**src/hw/vrc6_pkg.sv**
```systemverilog
// ********************
// VRC6 mapper shared definitions
// cpu write bus, bank and channel register structs
// scanline lengths, saw step count and register pages
// ********************
package vrc6_pkg;

    // scanline length in cpu cycles
    localparam int prescale_long  = 113;
    localparam int prescale_short = 112;

    localparam int saw_steps   = 7;   // accumulator steps per saw period
    localparam int sound_width = 6;   // summed channel level

    // register pages, decoded on address bits 15:12
    localparam logic [15:0] reg_prg16  = 16'h8000;
    localparam logic [15:0] reg_pulse1 = 16'h9000;
    localparam logic [15:0] reg_pulse2 = 16'hA000;
    localparam logic [15:0] reg_saw    = 16'hB000;  // mirror select at Bxx3
    localparam logic [15:0] reg_prg8   = 16'hC000;
    localparam logic [15:0] reg_chr_lo = 16'hD000;
    localparam logic [15:0] reg_chr_hi = 16'hE000;
    localparam logic [15:0] reg_irq    = 16'hF000;

    typedef logic [5:0] prg_bank_t;  // address bits 18:13
    typedef logic [7:0] chr_bank_t;  // 1k bank, address bits 17:10

    typedef struct packed {
        logic        wr;
        logic [15:0] addr;
        logic [7:0]  data;
    } cpu_bus_t;

    typedef struct packed {
        logic [4:0]      prg16;   // A13 is appended below it
        prg_bank_t       prg8;
        chr_bank_t [7:0] chr;
        logic [1:0]      mirror;
    } bank_regs_t;

    typedef struct packed {
        logic [7:0] latch;
        logic       mode;     // 1 counts every cpu cycle
        logic       ack_en;   // enable taken on acknowledge
        logic       ctrl_wr;
        logic       enable;   // qualifies ctrl_wr
        logic       ack_wr;
    } irq_cmd_t;

    typedef struct packed {
        logic        mode;    // constant volume when set
        logic [2:0]  duty;
        logic [3:0]  volume;
        logic [11:0] period;
        logic        enable;
    } pulse_regs_t;

    typedef struct packed {
        logic [5:0]  rate;
        logic [11:0] period;
        logic        enable;
    } saw_regs_t;

endpackage

```
**src/hw/vrc6_regs.sv**
```systemverilog
// ********************
// VRC6 register file
// write decode, bank, channel and IRQ registers
// ********************
module vrc6_regs #(
    parameter bit swap_a01 = 1'b0
) (
    input  logic                  clk20,
    input  logic                  reset,
    input  logic                  ce,
    input  vrc6_pkg::cpu_bus_t    cpu,
    output vrc6_pkg::bank_regs_t  banks,
    output vrc6_pkg::irq_cmd_t    irq_cmd,
    output vrc6_pkg::pulse_regs_t pulse1,
    output vrc6_pkg::pulse_regs_t pulse2,
    output vrc6_pkg::saw_regs_t   saw
);

    logic [15:0] addr;       // after the board's A0/A1 swap
    logic        wr_en;
    logic        irq_sel;
    logic [7:0]  irq_latch;
    logic        irq_mode;

    // both pulse channels share one register layout
    function automatic vrc6_pkg::pulse_regs_t pulse_write(
        input vrc6_pkg::pulse_regs_t cur,
        input logic [1:0]            sel,
        input logic [7:0]            data
    );
        vrc6_pkg::pulse_regs_t nxt;
        nxt = cur;
        case (sel)
            2'd0: {nxt.mode, nxt.duty, nxt.volume} = data;
            2'd1: nxt.period[7:0] = data;
            2'd2: {nxt.enable, nxt.period[11:8]} = {data[7], data[3:0]};
            default: nxt = cur;
        endcase
        return nxt;
    endfunction

    assign addr    = swap_a01 ? {cpu.addr[15:2], cpu.addr[0], cpu.addr[1]} : cpu.addr;
    assign wr_en   = ce & cpu.wr;
    assign irq_sel = wr_en && ({addr[15:12], 12'h000} == vrc6_pkg::reg_irq);

    always_ff @(posedge clk20 or posedge reset) begin
        if (reset) begin
            banks     <= '0;
            pulse1    <= '0;
            pulse2    <= '0;
            saw       <= '0;
            irq_latch <= '0;
            irq_mode  <= 1'b0;
        end else if (wr_en) begin
            case ({addr[15:12], 12'h000})
                vrc6_pkg::reg_prg16:  banks.prg16 <= cpu.data[4:0];
                vrc6_pkg::reg_pulse1: pulse1 <= pulse_write(pulse1, addr[1:0], cpu.data);
                vrc6_pkg::reg_pulse2: pulse2 <= pulse_write(pulse2, addr[1:0], cpu.data);
                vrc6_pkg::reg_saw: begin
                    case (addr[1:0])
                        2'd0: saw.rate <= cpu.data[5:0];
                        2'd1: saw.period[7:0] <= cpu.data;
                        2'd2: {saw.enable, saw.period[11:8]} <= {cpu.data[7], cpu.data[3:0]};
                        default: banks.mirror <= cpu.data[3:2];
                    endcase
                end
                vrc6_pkg::reg_prg8:   banks.prg8 <= cpu.data[5:0];
                vrc6_pkg::reg_chr_lo: banks.chr[{1'b0, addr[1:0]}] <= cpu.data;
                vrc6_pkg::reg_chr_hi: banks.chr[{1'b1, addr[1:0]}] <= cpu.data;
                vrc6_pkg::reg_irq: begin
                    if (addr[1:0] == 2'd0) begin
                        irq_latch <= cpu.data;
                    end else if (addr[1:0] == 2'd1) begin
                        irq_mode <= cpu.data[2];
                    end
                end
                default: ;
            endcase
        end
    end

    // strobes act on the accepting edge, data bits ride along with them
    assign irq_cmd = '{
        latch:   irq_latch,
        mode:    irq_mode,
        ack_en:  cpu.data[0],
        ctrl_wr: irq_sel && (addr[1:0] == 2'd1),
        enable:  cpu.data[1],
        ack_wr:  irq_sel && (addr[1:0] == 2'd2)
    };

endmodule

```
**src/hw/vrc6_banks.sv**
```systemverilog
// ********************
// VRC6 bank translation
// PRG windows, CHR 1k banks, nametable mirroring
// ********************
module vrc6_banks (
    input  vrc6_pkg::bank_regs_t banks,
    input  logic [15:0]          prg_addr,
    input  logic [13:0]          chr_addr,
    output vrc6_pkg::prg_bank_t  prg_bank,
    output vrc6_pkg::chr_bank_t  chr_bank_out,
    output logic                 ciram_ce
);

    vrc6_pkg::chr_bank_t chr_sel;
    logic                nt_a10;   // ciram page for nametables

    always_comb begin
        casez (prg_addr[15:13])
            3'b0??:  prg_bank = '0;                              // wram window
            3'b10?:  prg_bank = {banks.prg16, prg_addr[13]};     // 8000-BFFF
            3'b110:  prg_bank = banks.prg8;                      // C000-DFFF
            default: prg_bank = '1;                              // fixed last bank
        endcase
    end

    assign chr_sel = banks.chr[chr_addr[12:10]];

    always_comb begin
        case (banks.mirror)
            2'd0:    nt_a10 = chr_addr[10];  // vertical
            2'd1:    nt_a10 = chr_addr[11];  // horizontal
            2'd2:    nt_a10 = 1'b0;
            default: nt_a10 = 1'b1;
        endcase
    end

    // A13 high means a nametable fetch
    assign ciram_ce     = chr_addr[13];
    assign chr_bank_out = {chr_sel[7:1], ciram_ce ? nt_a10 : chr_sel[0]};

endmodule

```
**src/hw/vrc6_irq.sv**
```systemverilog
// ********************
// VRC6 IRQ counter
// prescaler, 8-bit counter, reload and acknowledge
// ********************
module vrc6_irq (
    input  logic               clk20,
    input  logic               reset,
    input  logic               ce,
    input  vrc6_pkg::irq_cmd_t irq_cmd,
    output logic               irq
);

    logic       enable;
    logic       ack_en;
    logic [6:0] prescaler;
    logic [1:0] line;        // position in the 3 scanline pattern
    logic [7:0] counter;
    logic       pending;
    logic       count_tick;

    // cycle mode counts every tick
    assign count_tick = irq_cmd.mode | (prescaler == '0);

    always_ff @(posedge clk20 or posedge reset) begin
        if (reset) begin
            enable    <= 1'b0;
            ack_en    <= 1'b0;
            prescaler <= '0;
            line      <= '0;
            counter   <= '0;
            pending   <= 1'b0;
        end else if (irq_cmd.ctrl_wr) begin
            enable  <= irq_cmd.enable;
            ack_en  <= irq_cmd.ack_en;
            pending <= 1'b0;
            if (irq_cmd.enable) begin
                prescaler <= 7'(vrc6_pkg::prescale_long);
                line      <= 2'd0;
                counter   <= irq_cmd.latch;
            end
        end else if (irq_cmd.ack_wr) begin
            enable  <= ack_en;
            pending <= 1'b0;
        end else if (ce && enable) begin
            if (prescaler != '0) begin
                prescaler <= prescaler - 7'd1;
            end else begin
                // two long lines then one short
                prescaler <= line[1] ? 7'(vrc6_pkg::prescale_short)
                                     : 7'(vrc6_pkg::prescale_long);
                line      <= line[1] ? 2'd0 : line + 2'd1;
            end
            if (count_tick) begin
                if (counter == 8'hFF) begin
                    counter <= irq_cmd.latch;
                    pending <= 1'b1;
                end else begin
                    counter <= counter + 8'd1;
                end
            end
        end
    end

    assign irq = pending;

endmodule

```
**src/hw/vrc6_pulse.sv**
```systemverilog
// ********************
// VRC6 pulse channel
// ********************
module vrc6_pulse (
    input  logic                  clk20,
    input  logic                  reset,
    input  logic                  ce,
    input  vrc6_pkg::pulse_regs_t regs,
    output logic [3:0]            level
);

    logic [11:0] divider;
    logic [3:0]  step;       // 16 steps per period
    logic        high;

    // steps 0 up to duty are the high part
    assign high = regs.mode | (step <= {1'b0, regs.duty});

    always_ff @(posedge clk20 or posedge reset) begin
        if (reset) begin
            divider <= '0;
            step    <= '0;
            level   <= '0;
        end else if (ce) begin
            if (regs.enable) begin
                if (divider != '0) begin
                    divider <= divider - 12'd1;
                end else begin
                    divider <= regs.period;
                    step    <= step + 4'd1;
                end
            end
            level <= (regs.enable && high) ? regs.volume : 4'd0;  // volume gate
        end
    end

endmodule

```
**src/hw/vrc6_saw.sv**
```systemverilog
// ********************
// VRC6 sawtooth channel
// divider, 7-step counter, rate accumulator
// ********************
module vrc6_saw (
    input  logic                clk20,
    input  logic                reset,
    input  logic                ce,
    input  vrc6_pkg::saw_regs_t regs,
    output logic [4:0]          level
);

    logic [12:0] divider;
    logic [2:0]  step;
    logic [7:0]  acc;
    logic        last_step;

    assign last_step = (step == 3'(vrc6_pkg::saw_steps - 1));

    always_ff @(posedge clk20 or posedge reset) begin
        if (reset) begin
            divider <= '0;
            step    <= '0;
            acc     <= '0;
            level   <= '0;
        end else if (ce) begin
            if (regs.enable) begin
                if (divider != '0) begin
                    divider <= divider - 13'd1;
                end else begin
                    // runs at half the pulse clock
                    divider <= {regs.period, 1'b1};
                    if (last_step) begin
                        step <= '0;
                        acc  <= '0;
                    end else begin
                        step <= step + 3'd1;
                        acc  <= acc + {2'b00, regs.rate};
                    end
                end
            end
            level <= regs.enable ? acc[7:3] : 5'd0;
        end
    end

endmodule

```
**src/hw/vrc6_mapper.sv**
```systemverilog
// ********************
// VRC6 mapper top level
// register decode, banking, IRQ and expansion sound mix
// ********************
module vrc6_mapper #(
    parameter bit swap_a01 = 1'b0   // board variant with A0/A1 crossed
) (
    input  logic                             clk20,
    input  logic                             reset,
    input  logic                             ce,
    input  vrc6_pkg::cpu_bus_t               cpu,
    input  logic [13:0]                      chr_addr,
    output vrc6_pkg::prg_bank_t              prg_bank,
    output vrc6_pkg::chr_bank_t              chr_bank_out,
    output logic                             ciram_ce,
    output logic                             irq,
    output logic [vrc6_pkg::sound_width-1:0] snd_level
);

    localparam int level_width = vrc6_pkg::sound_width;

    vrc6_pkg::bank_regs_t  banks;
    vrc6_pkg::irq_cmd_t    irq_cmd;
    vrc6_pkg::pulse_regs_t pulse1_regs;
    vrc6_pkg::pulse_regs_t pulse2_regs;
    vrc6_pkg::saw_regs_t   saw_regs;
    logic [3:0]            pulse1_level;
    logic [3:0]            pulse2_level;
    logic [4:0]            saw_level;

    vrc6_regs #(
        .swap_a01 (swap_a01)
    ) regs_i (
        .clk20   (clk20),
        .reset   (reset),
        .ce      (ce),
        .cpu     (cpu),
        .banks   (banks),
        .irq_cmd (irq_cmd),
        .pulse1  (pulse1_regs),
        .pulse2  (pulse2_regs),
        .saw     (saw_regs)
    );

    // translation uses the unswapped cpu address
    vrc6_banks banks_i (
        .banks        (banks),
        .prg_addr     (cpu.addr),
        .chr_addr     (chr_addr),
        .prg_bank     (prg_bank),
        .chr_bank_out (chr_bank_out),
        .ciram_ce     (ciram_ce)
    );

    vrc6_irq irq_i (.clk20(clk20), .reset(reset), .ce(ce), .irq_cmd(irq_cmd), .irq(irq));

    vrc6_pulse pulse1_i (.clk20(clk20), .reset(reset), .ce(ce), .regs(pulse1_regs),
                         .level(pulse1_level));
    vrc6_pulse pulse2_i (.clk20(clk20), .reset(reset), .ce(ce), .regs(pulse2_regs),
                         .level(pulse2_level));

    vrc6_saw saw_i (.clk20(clk20), .reset(reset), .ce(ce), .regs(saw_regs), .level(saw_level));

    // at most 15 + 15 + 31
    assign snd_level = level_width'(pulse1_level) + level_width'(pulse2_level)
                     + level_width'(saw_level);

endmodule

```
**config.mk**
```make
export PLATFORM = sky130hd
export DESIGN_NAME = vrc6_mapper
export DESIGN_NICKNAME = d
export VERILOG_FILES = /design/src/hw/vrc6_pkg.sv /design/src/hw/vrc6_regs.sv /design/src/hw/vrc6_banks.sv /design/src/hw/vrc6_irq.sv /design/src/hw/vrc6_pulse.sv /design/src/hw/vrc6_saw.sv /design/src/hw/vrc6_mapper.sv
export SDC_FILE = /design/constraint.sdc
export NUM_CORES = 1
export LEC_CHECK = 0
export ABC_AREA = 1
export BUFFER_PORTS_ARGS = -buffer_cell sky130_fd_sc_hd__buf_2
export CAP_MARGIN = 20
export CORE_MARGIN = 10
export CORE_UTILIZATION = 40
export CTS_CLUSTER_SIZE = 16
export DETAILED_ROUTE_END_ITERATION = 16
export HOLD_SLACK_MARGIN = 0.12
export PLACE_DENSITY_LB_ADDON = 0.1
export SLEW_MARGIN = 20
export SYNTH_ARGS = -nofsm -noshare
export SYNTH_HDL_FRONTEND = slang
export SYNTH_SLANG_ARGS = --single-unit
export TNS_END_PERCENT = 1
```
**constraint.sdc**
```tcl
create_clock -name clk20 -period 7.75 [get_ports clk20]
set_clock_uncertainty 0.1 [all_clocks]
set_input_delay 1.55 -clock clk20 [delete_from_list [all_inputs] [get_ports clk20]]
set_output_delay 1.55 -clock clk20 [all_outputs]
set_load 0.01 [all_outputs]
```
==> impl_metrics.csv, run 1 <==
group,metric,value,unit
clock_network,clock-sinks,236,
worst_setup_path,critPathCaptureType,"output port",
detailed_routing,viasPerCell,4.951,
synth,syn_avg_cell_area,8.012,um2
sta,setup_viol,0,
sta,grt_setup_unrepaired,"false",
pwr,seqPwrFrac,42.8,%
die,fp.coreArea,29560,um2
synth,netlist_instances,1491,
pwr,power_density,263.3,nW/um2
detailed_routing,drt-initial-drc-count,670,
pwr,p_int,2425,uW
hold_path,hold_path_class,"reg -> reg",
detailed_routing,post_drt_wl_per_cell,15.66,um
cells_and_area,final_cells,1928,
pwr,p_leak,0.006717,uW
sta,relSlewSlack,24.88,%
synth,ys_seq_area_share,49.43,%
status,status,"finished clean",
clock_network,postCtsSetupBuffers,0,
detailed_routing,drt-total-wl,30200,um
die,die_area,37180,um2
synth,synth_ff_type,"dfrtp_1",
die,die_h,192.8,um
sta,drv_slew,0,
pwr,combPwrFrac,20.3,%
clock_network,cts_buffers,28,
cells_and_area,n_fill_cell,3027,
worst_setup_path,worstPathMaxFanout,33,
synth,synth_edf_count,0,
cells_and_area,nets,1592,
pwr,swShare,31.20,%
clock_network,clk_pin_slew,60,ps
grt,grt_usage,16.60,%
worst_setup_path,worst-r2r-setup-slack,5270,ps
place,io_buffer_count,43,
clock_network,ctsResizeCount,0,
grt,grt_max_degree,140,
detailed_routing,drc,0,
pwr,power_switching,1099,uW
die,std_cell_rows,63,
die,initial_core_util,40.41,%
synth,synth_top_area_share,49.43,%
synth,yosys.area.top_type,"dfrtp_1",
cells_and_area,drive_above_1_share,8.659,%
worst_setup_path,crit_type,"in -> out",
detailed_routing,vias,9545,
place,dp_hpwl,19990,um
sta,tightest_slew,1126,ps
synth,ys_ff_latch,236,
worst_setup_path,crit_path_start_kind,"primary input",
die,chipWidth,192.8,um
sta,period_needed,5134,ps
clock_network,clock_path_buffers,3,
grt,grt_pass1_vias,9328,
cells_and_area,area_growth,12.02,%
synth,syn_area,11950,um2
flow_run,cap_violations,0,
synth,ys.warnings.count,0,
clock_network,hold_buffers,0,
place,placed_cells,1876,
sta,finalCritPeriodShare,66.25,%
clock_network,htree_levels,1,
worst_setup_path,required,6100,ps
synth,yosys-top-cells-area,"dfrtp_1 (49%), nand2_1 (15%), o21ai_0 (8.6%)",
detailed_routing,ant_nets,0,
synth,synth-async-reset-ratio,100.0,%
grt,antenna_found_initial,2,
pwr,p_clk_share,36.8,%
sta,fin_setup_tns,0,ps
synth,yosysUniqueCellTypes,41,
detailed_routing,drtPass1Iterations,6,
grt,grt_first_pass_wirelength,50110,um
sta,hold_violations,0,
grt,gr-total-overflow,0,
clock_network,clk_latency,550,ps
pwr,ir_drop,187.4,uV
synth,synth_nets,1566,
sta,fmax,194.8,MHz
place,gp_congestion,0.8047,
die,ios,64,
worst_setup_path,cp.arrival,3480,ps
clock_network,cts_tree,"yes",
clock_network,clockRootBuffer,"clkbuf_16",
## final cells by class
| class | count | area [um2] | area share (%) |
|---|---|---|---|
| clock buffer | 38 | 788.3 | 5.890 |
| multi-input combinational | 1074 | 5298 | 39.58 |
| tap | 390 | 488.0 | 3.646 |
| inverter | 131 | 495.5 | 3.702 |
| sequential | 236 | 5906 | 44.13 |
| timing repair buffer | 46 | 270.3 | 2.019 |
| antenna | 2 | 5.005 | 0.03740 |
| clock inverter | 11 | 132.6 | 0.9910 |
## sequential cells by signal (all words and copies together) (netlist names)
register and cells:
saw_i.acc 8, irq_i.prescaler 7, saw_i.step 3, pulse1_i.step 4
irq_i.enable 1, saw_i.level 5, pulse2_i.level 4, regs_i.pulse2 21
regs_i.irq_mode 1, irq_i.irq 1, regs_i.irq_latch 8, regs_i.saw 19
pulse1_i.divider 12, pulse2_i.divider 12, regs_i.banks 77, irq_i.line 2
irq_i.ack_en 1, pulse2_i.step 4, pulse1_i.level 4, saw_i.divider 13
irq_i.counter 8, regs_i.pulse1 21
## synth_stat cells (all sizes together), types with 7 or more instances
master	n
a31oi	7
o21ai	231
nand3b	11
o211ai	9
nand4	16
buf	25
ha	27
dfrtp	236
nor2	134
nor3	8
nand3	91
inv	131
xor2	16
nand2	475
clkbuf	25
a21oi	21
## final timing paths
path                       cells past startpoint                            end                     startpoint
max in group asynchronous                      3     saw_i.level[3]$_DFFE_PP0P_                          reset
hold / removal                                 2  regs_i.pulse2[18]$_DFFE_PP0P_  regs_i.pulse2[18]$_DFFE_PP0P_
min in group asynchronous                      2   regs_i.banks[42]$_DFFE_PP0P_                          reset
setup / recovery                               7                chr_bank_out[5]                   chr_addr[10]
setup reg to reg                               7   pulse2_i.step[2]$_DFFE_PP0P_   regs_i.pulse2[0]$_DFFE_PP0P_
hold reg to reg                                2  regs_i.pulse2[18]$_DFFE_PP0P_  regs_i.pulse2[18]$_DFFE_PP0P_
## metrics by stage
stage / worst slack (ps) / utilization (%) / hold slack (ps) / power, uW / cell area [um2]
6_report: 2616 / 45.27 / 378.5 / 3524 / 13380
3_3_place_gp: 2606 / 42.05 / 360.2 / 2232 / 12430
4_1_cts: 2631 / 45.16 / 375.8 / 3569 / 13350
3_5_place_dp: 2637 / 42.05 / 360.7 / 2243 / 12430
2_1_floorplan: 3008 / - / 344.4 / 2069 / 11950
5_1_grt: 2401 / 45.26 / 398.8 / 3766 / 13380
## kinds of logic (layout without fill, tap and decap cells)
family          Yosys count  count (layout)  synth area share (%)
simple gates            739             739                 26.39
compound gates          280             280                 12.51
flops                   236             236                 49.43
buf+inv                 181             226                 6.221
fa+ha+maj                33              33                 3.833
xor+xnor                 22              22                 1.613
other cells               0               2                     0
## critical path, cell delays in order
cell	delay (ps)
buf_2	290
inv_1	780
nor2_1	70
o21ai_0	200
a21oi_1	90
a31oi_1	300
buf_2	200
## per-layer routing
layer,vias up,global-route usage (%),share of wire (%)
met3,30,2.729,3.8
met1,4489,23.00,49
met4,0,2.743,1.3
li1,4892,-,-
met5,-,0,0
met2,134,27.09,46
## layout by cell type, fill, tap and decap left out, types with 11 or more instances in the layout
master     instances
o21ai_1           18
dfrtp_1          236
xor2_1            16
nand3_1           87
nand2_1          464
nand3b_1          11
ha_1              27
clkbuf_16         28
nor2_1           125
nand4_1           15
inv_1            125
o21ai_0          205
a21oi_1           21
buf_2             43
## power groups by stage
stage               Sequential, uW  Clock (uW)  Combinational, uW
floorplan                     1500           0                571
global route                  1530        1390                845
finish                        1510        1300                715
global placement              1530           0                704
CTS                           1510        1340                718
detailed placement            1530           0                715
(Power assumes the default switching activity.)
==> inputs of run 2 (changes only) <==
--- a/config.mk
+++ b/config.mk
@@ -5,7 +5,7 @@
 export SDC_FILE = /design/constraint.sdc
 export NUM_CORES = 1
 export LEC_CHECK = 0
-export ABC_AREA = 1
+export ABC_AREA = 0
 export BUFFER_PORTS_ARGS = -buffer_cell sky130_fd_sc_hd__buf_2
 export CAP_MARGIN = 20
 export CORE_MARGIN = 10
==> constraint.sdc (replaced) <==
create_clock -name clk20 -period 4.2 [get_ports clk20]
set_clock_uncertainty 0.1 [all_clocks]
set_input_delay 0.84 -clock clk20 [delete_from_list [all_inputs] [get_ports clk20]]
set_output_delay 0.84 -clock clk20 [all_outputs]
set_load 0.01 [all_outputs]
==> impl_metrics.csv, run 2 <==
group,metric,value,unit
worst_setup_path,path_cells,"fa_1, ha_1, fa_1, a21o_1, a21o_1, buf_2",
sta,finalCritPeriodShare,83.04,%
cells_and_area,top_regs,"regs_i.banks (77), regs_i.pulse1 (21), regs_i.pulse2 (21)",
grt,grt_max_degree,101,
die,die_h,191.5,um
detailed_routing,ant_nets,0,
detailed_routing,vias,7880,
clock_network,postCtsSetupBuffers,0,
sta,relSlewSlack,40.82,%
synth,syn_avg_cell_area,11.42,um2
worst_setup_path,critPathCaptureType,"output port",
pwr,p_int,4575,uW
die,fp.coreArea,28860,um2
synth,synth-async-reset-ratio,100.0,%
pwr,swShare,30.28,%
worst_setup_path,required,3260,ps
grt,gr-total-overflow,0,
detailed_routing,post_drt_wl_per_cell,18.33,um
place,io_buffer_count,43,
place,pre_cts_ws,801.8,ps
cells_and_area,regArea,5906,um2
pwr,ir_drop,302.2,uV
synth,synth_edf_count,0,
detailed_routing,drt-initial-drc-count,414,
synth,syn_area,11760,um2
synth,yosys-top-cells-area,"dfrtp_1 (50%), mux2_2 (15%), mux4_2 (3.1%)",
cells_and_area,area_growth,12.45,%
cells_and_area,n_fill_cell,2735,
synth,yosysUniqueCellTypes,76,
synth,synth_most_common_cell,"dfrtp_1",
pwr,power_switching,1987,uW
worst_setup_path,startpoint,"pulse1_i.level[1]$_DFFE_PP0P_",
grt,grt_first_pass_wirelength,45020,um
die,std_cell_rows,62,
pwr,power_density,496.1,nW/um2
sta,finalWorstSetupSlack,712.2,ps
clock_network,clock-sinks,236,
sta,period_needed,3488,ps
pwr,power.total,6562,uW
die,chipWidth,191.5,um
place,dp_hpwl,17590,um
synth,synth_nets,1105,
clock_network,cts_tree,"yes",
clock_network,htree_levels,1,
cells_and_area,drive_above_1_share,27.78,%
pwr,seqPwrFrac,44.4,%
worst_setup_path,worst_r2r_startpoint,"pulse2_i.divider[2]$_DFFE_PP0P_",
sta,hold_violations,0,
synth,yosys.area.top_type,"dfrtp_1",
cells_and_area,multi_input_area,5418,um2
sta,tightest_slew,879.6,ps
clock_network,clockRootBuffer,"clkbuf_16",
worst_setup_path,crit_type,"reg -> out",
place,gp_congestion,0.7862,
status,status,"finished clean",
synth,netlist_instances,1030,
detailed_routing,drtPass1Iterations,4,
sta,fmax,286.7,MHz
worst_setup_path,worstPathMaxFanout,2,
worst_setup_path,crit_family,"adder cells",
clock_network,clock_path_buffers,3,
cells_and_area,layout_commonest_cell,"dfrtp_1",
worst_setup_path,crit_slowest_cell,"fa_1",
worst_setup_path,cp.arrival,2550,ps
cells_and_area,fin_util,45.83,%
sta,setup_viol,0,
grt,antenna_found_initial,1,
die,initial_core_util,40.76,%
detailed_routing,drc,0,
pwr,p_clk_share,35.4,%
sta,drv_slew,0,
pwr,combPwrFrac,20.2,%
grt,grt_pass1_vias,8225,
detailed_routing,viasPerCell,5.375,
die,ios,64,
grt,grt_usage,15.07,%
synth,synth_ff_type,"dfrtp_1",
worst_setup_path,critPathBufInv,1,
cells_and_area,largest_reg_flops,77,
synth,synthTopCellsByCount,"dfrtp_1 (236), mux2_2 (158), nand2_1 (78)",
worst_setup_path,slowest_delay,480,ps
sta,grt_setup_unrepaired,"false",
hold_path,hold_path_class,"in -> async",
flow_run,cap_violations,0,
die,die_area,36660,um2
synth,synth_top_area_share,50.21,%
cells_and_area,nets,1137,
clock_network,cts_buffers,28,
synth,ys.warnings.count,0,
worst_setup_path,crit_path_start_kind,"register",
clock_network,ctsResizeCount,0,
detailed_routing,drt-total-wl,26880,um
clock_network,hold_buffers,0,
pwr,p_leak,0.006145,uW
cells_and_area,final_cell_mix,"dfrtp_1 (236), mux2_2 (158), nand2_1 (78)",
clock_network,clk_latency,550,ps
synth,ys_seq_area_share,50.21,%
clock_network,clk_pin_slew,60,ps
synth,ys_ff_latch,236,
cells_and_area,largest_register,"regs_i.banks",
sta,fin_setup_tns,0,ps
[run 2: cell count changes after synthesis, moves of 18 or more]
cell / previous run / this run
o21ai_0: 205 / 59
inv_1: 127 / 52
mux2_2: 0 / 158
nand2_1: 464 / 78
a21oi_1: 21 / 61
o21ai_1: 18 / 0
nor2_1: 125 / 47
nand3_1: 87 / 17
[run 2: worst reg2reg max path: cells and delay by family (launching register included)]
kind	cells	cell delay (ps)
mux	1	380
simple gates	3	1700
flops	1	420
[run 2: power by group through the flow]
stage / clock network, uW / registers [uW] / logic, uW
final: 2330 / 2910 / 1320
after floorplan: 0 / 2850 / 1090
after global routing: 2510 / 2970 / 1530
after detailed placement: 0 / 2940 / 1340
after CTS: 2400 / 2910 / 1340
after global placement: 0 / 2940 / 1310
[run 2: path summary, 6_finish.rpt]
kind,to,slack [ps],cells past startpoint
worst max register to register,pulse2_i.step[1]$_DFFE_PP0P_,1470,4
min in group clk20,pulse1_i.step[3]$_DFFE_PP0P_,380,1
worst max-delay path,snd_level[5],710,6
worst min register to register,pulse1_i.step[3]$_DFFE_PP0P_,380,1
max in group asynchronous,regs_i.saw[13]$_DFFE_PP0P_,2800,3
worst min-delay path,regs_i.banks[56]$_DFFE_PP0P_,260,2
[run 2: stage by stage]
step	hold slack [ps]	area, um2	instances
after CTS	254.4	13220	1464
after floorplan	342.8	11770	1030
final	256.7	13230	1466
after global routing	291.8	13220	1464
after global placement	363.3	12330	1416
after detailed placement	363.2	12330	1416
[run 2: cell type report]
cell class,instances,area share [%]
flip-flops and latches,236,44.65
multi-input cells,690,40.96
clock buffers,43,6.480
well taps,384,3.633
repair buffers,54,2.441
inverters,52,1.504
clock inverters,5,0.2933
diodes,2,0.03784
[run 2: logic make-up after synthesis]
kind of cell	count (synthesis)	share of synthesized area [%]
and+or+nand+nor	253	11.30
DFF	236	50.21
AOI/OAI and AO/OA	213	11.38
muxes	177	18.44
buffers and inverters	104	3.734
adders and majority gates	33	3.893
xor gates and xnor gates	14	1.042
[run 2: routing by layer]
metal  routed length, um  part of all wire (%)  vias up  GRT usage [%]
met5                   0                     0        -              0
met4                 625                   2.3        0          3.756
met3                 770                   2.9       35          2.332
met2               12290                    46       97          24.40
met1               13200                    49     3938          20.71
li1                    -                     -     3810              -
==> inputs of run 3 (changes only) <==
==> constraint.sdc (replaced) <==
create_clock -name clk20 -period 3.29 [get_ports clk20]
set_clock_uncertainty 0.1 [all_clocks]
set_input_delay 0.658 -clock clk20 [delete_from_list [all_inputs] [get_ports clk20]]
set_output_delay 0.658 -clock clk20 [all_outputs]
set_load 0.01 [all_outputs]
==> impl_metrics.csv, run 3 (synthesis gave the netlist of run 2 again) <==
group,metric,value,unit
grt,gr-total-overflow,0,
worst_setup_path,critPathCaptureType,"output port",
worst_setup_path,cp.arrival,2440,ps
clock_network,clockRootBuffer,"clkbuf_16",
grt,grt_max_degree,147,
clock_network,clk_latency,550,ps
sta,drv_slew,0,
detailed_routing,ant_nets,0,
detailed_routing,drt-total-wl,27030,um
clock_network,cts_buffers,28,
detailed_routing,drc,0,
flow_run,cap_violations,0,
pwr,p_leak,0.006218,uW
die,std_cell_rows,62,
place,placed_area,12410,um2
clock_network,clock-sinks,236,
status,status,"finished clean",
clock_network,clock_path_buffers,3,
die,die_area,36660,um2
grt,grt_first_pass_wirelength,44330,um
die,die_h,191.5,um
worst_setup_path,crit_type,"reg -> out",
cells_and_area,final_cell_mix,"dfrtp_1 (236), mux2_2 (158), nand2_1 (78)",
clock_network,cts_tree,"yes",
sta,fin_setup_tns,0,ps
clock_network,htree_levels,1,
clock_network,hold_buffers,0,
cells_and_area,largest_reg_flops,77,
place,dp_hpwl,17770,um
cells_and_area,drive_above_1_share,28.65,%
cells_and_area,top_regs,"regs_i.banks (77), regs_i.pulse1 (21), regs_i.pulse2 (21)",
place,gp_congestion,0.7860,
sta,hold_violations,0,
hold_path,hold_path_class,"in -> async",
grt,antenna_found_initial,1,
clock_network,clk_pin_slew,60,ps
cells_and_area,largest_register,"regs_i.banks",
pwr,ir_drop,394.3,uV
sta,setup_viol,0,
worst_setup_path,required,2530,ps
sta,finalCritPeriodShare,97.31,%
cells_and_area,area_growth,13.59,%
die,fp.coreArea,28860,um2
sta,fmax,312.4,MHz
cells_and_area,layout_commonest_cell,"dfrtp_1",
pwr,power_density,641.2,nW/um2
sta,grt_setup_unrepaired,"false",
detailed_routing,drtPass1Iterations,4,
detailed_routing,post_drt_wl_per_cell,18.34,um
cells_and_area,nets,1148,
cells_and_area,final_area,13360,um2
place,io_buffer_count,43,
die,initial_core_util,40.76,%
sta,period_needed,3202,ps
sta,tightest_slew,851.3,ps
die,ios,64,
detailed_routing,vias,7991,
worst_setup_path,crit_path_start_kind,"register",
sta,relSlewSlack,43.25,%
die,chipWidth,191.5,um
worst_setup_path,worstPathMaxFanout,2,
grt,grt_pass1_vias,8175,
detailed_routing,viasPerCell,5.421,
detailed_routing,drt-initial-drc-count,404,
grt,grt_usage,14.87,%
[run 3: cell count changes in the layout (fill, tap and decap cells not counted), sizes merged]
cell / before / now
diode: 2 / 1
clkinvlp: 2 / 1
buf: 54 / 65
bufinv: 0 / 3
clkbuf: 43 / 39
[run 3: where the power goes]
part | switching, uW | total, uW | leakage (uW) | internal [uW]
clock | 1180 | 3120 | 0.000461 | 1930
combinational | 970 | 1730 | 0.00261 | 757
sequential | 391 | 3720 | 0.00315 | 3330
[run 3: through the flow]
stage / cells / total power [uW] / worst slack, ps / utilization [%] / hold WS [ps]
2_1_floorplan: 1030 / 5038 / -559.9 / - / 342.8
3_3_place_gp: 1426 / 5460 / 384.1 / 43.02 / 360.3
3_5_place_dp: 1426 / 5498 / 380.1 / 43.02 / 363.7
4_1_cts: 1472 / 8675 / 14.51 / 46.26 / 188.6
5_1_grt: 1473 / 9090 / 2.047 / 46.29 / 199.7
6_report: 1474 / 8568 / 88.48 / 46.30 / 149.0
[run 3: layout make-up]
type	instances	area, um2
diodes	1	2.502
clock buffers	39	812.0
clock inverters	7	121.4
fillers	2741	15500
inverters	52	198.9
multi-input cells	690	5423
flip-flops and latches	236	5906
well taps	384	480.5
repair buffers	65	417.9
[run 3: metal layers]
metal,track usage (%),part of all wire [%],up-vias
met2,23.59,46,130
met4,3.395,1.8,0
li1,-,-,3813
met5,0,0,-
met1,20.89,49,4020
met3,2.387,3.8,28
[run 3: what timing repair did]
action / CTS / global route
endpoints found under the setup margin: 1 / 2
gates resized for setup: 1 / 1
pin swaps: 0 / 4
setup buffers: 0 / 1
[run 3: critical path, cell delays in order (launching register included)]
cell and delay [ps]:
dfrtp_1 400, fa_1 480, ha_2 200, fa_2 360
a21o_1 180, a21o_1 170, buf_2 130
[run 3: path summary, 6_finish.rpt]
check,from,endpoint,slack (ps),cells after the start
min in group clk20,saw_i.acc[0]$_DFFE_PP0P_,saw_i.acc[0]$_DFFE_PP0P_,370,2
min reg2reg,saw_i.acc[0]$_DFFE_PP0P_,saw_i.acc[0]$_DFFE_PP0P_,370,2
max,saw_i.level[1]$_DFFE_PP0P_,snd_level[5],90,6
max reg2reg,saw_i.divider[0]$_DFFE_PP0P_,saw_i.divider[3]$_DFFE_PP0P_,750,7
max in group asynchronous,reset,regs_i.pulse2[15]$_DFFE_PP0P_,2160,3
min,reset,regs_i.banks[39]$_DFFE_PP0P_,150,3
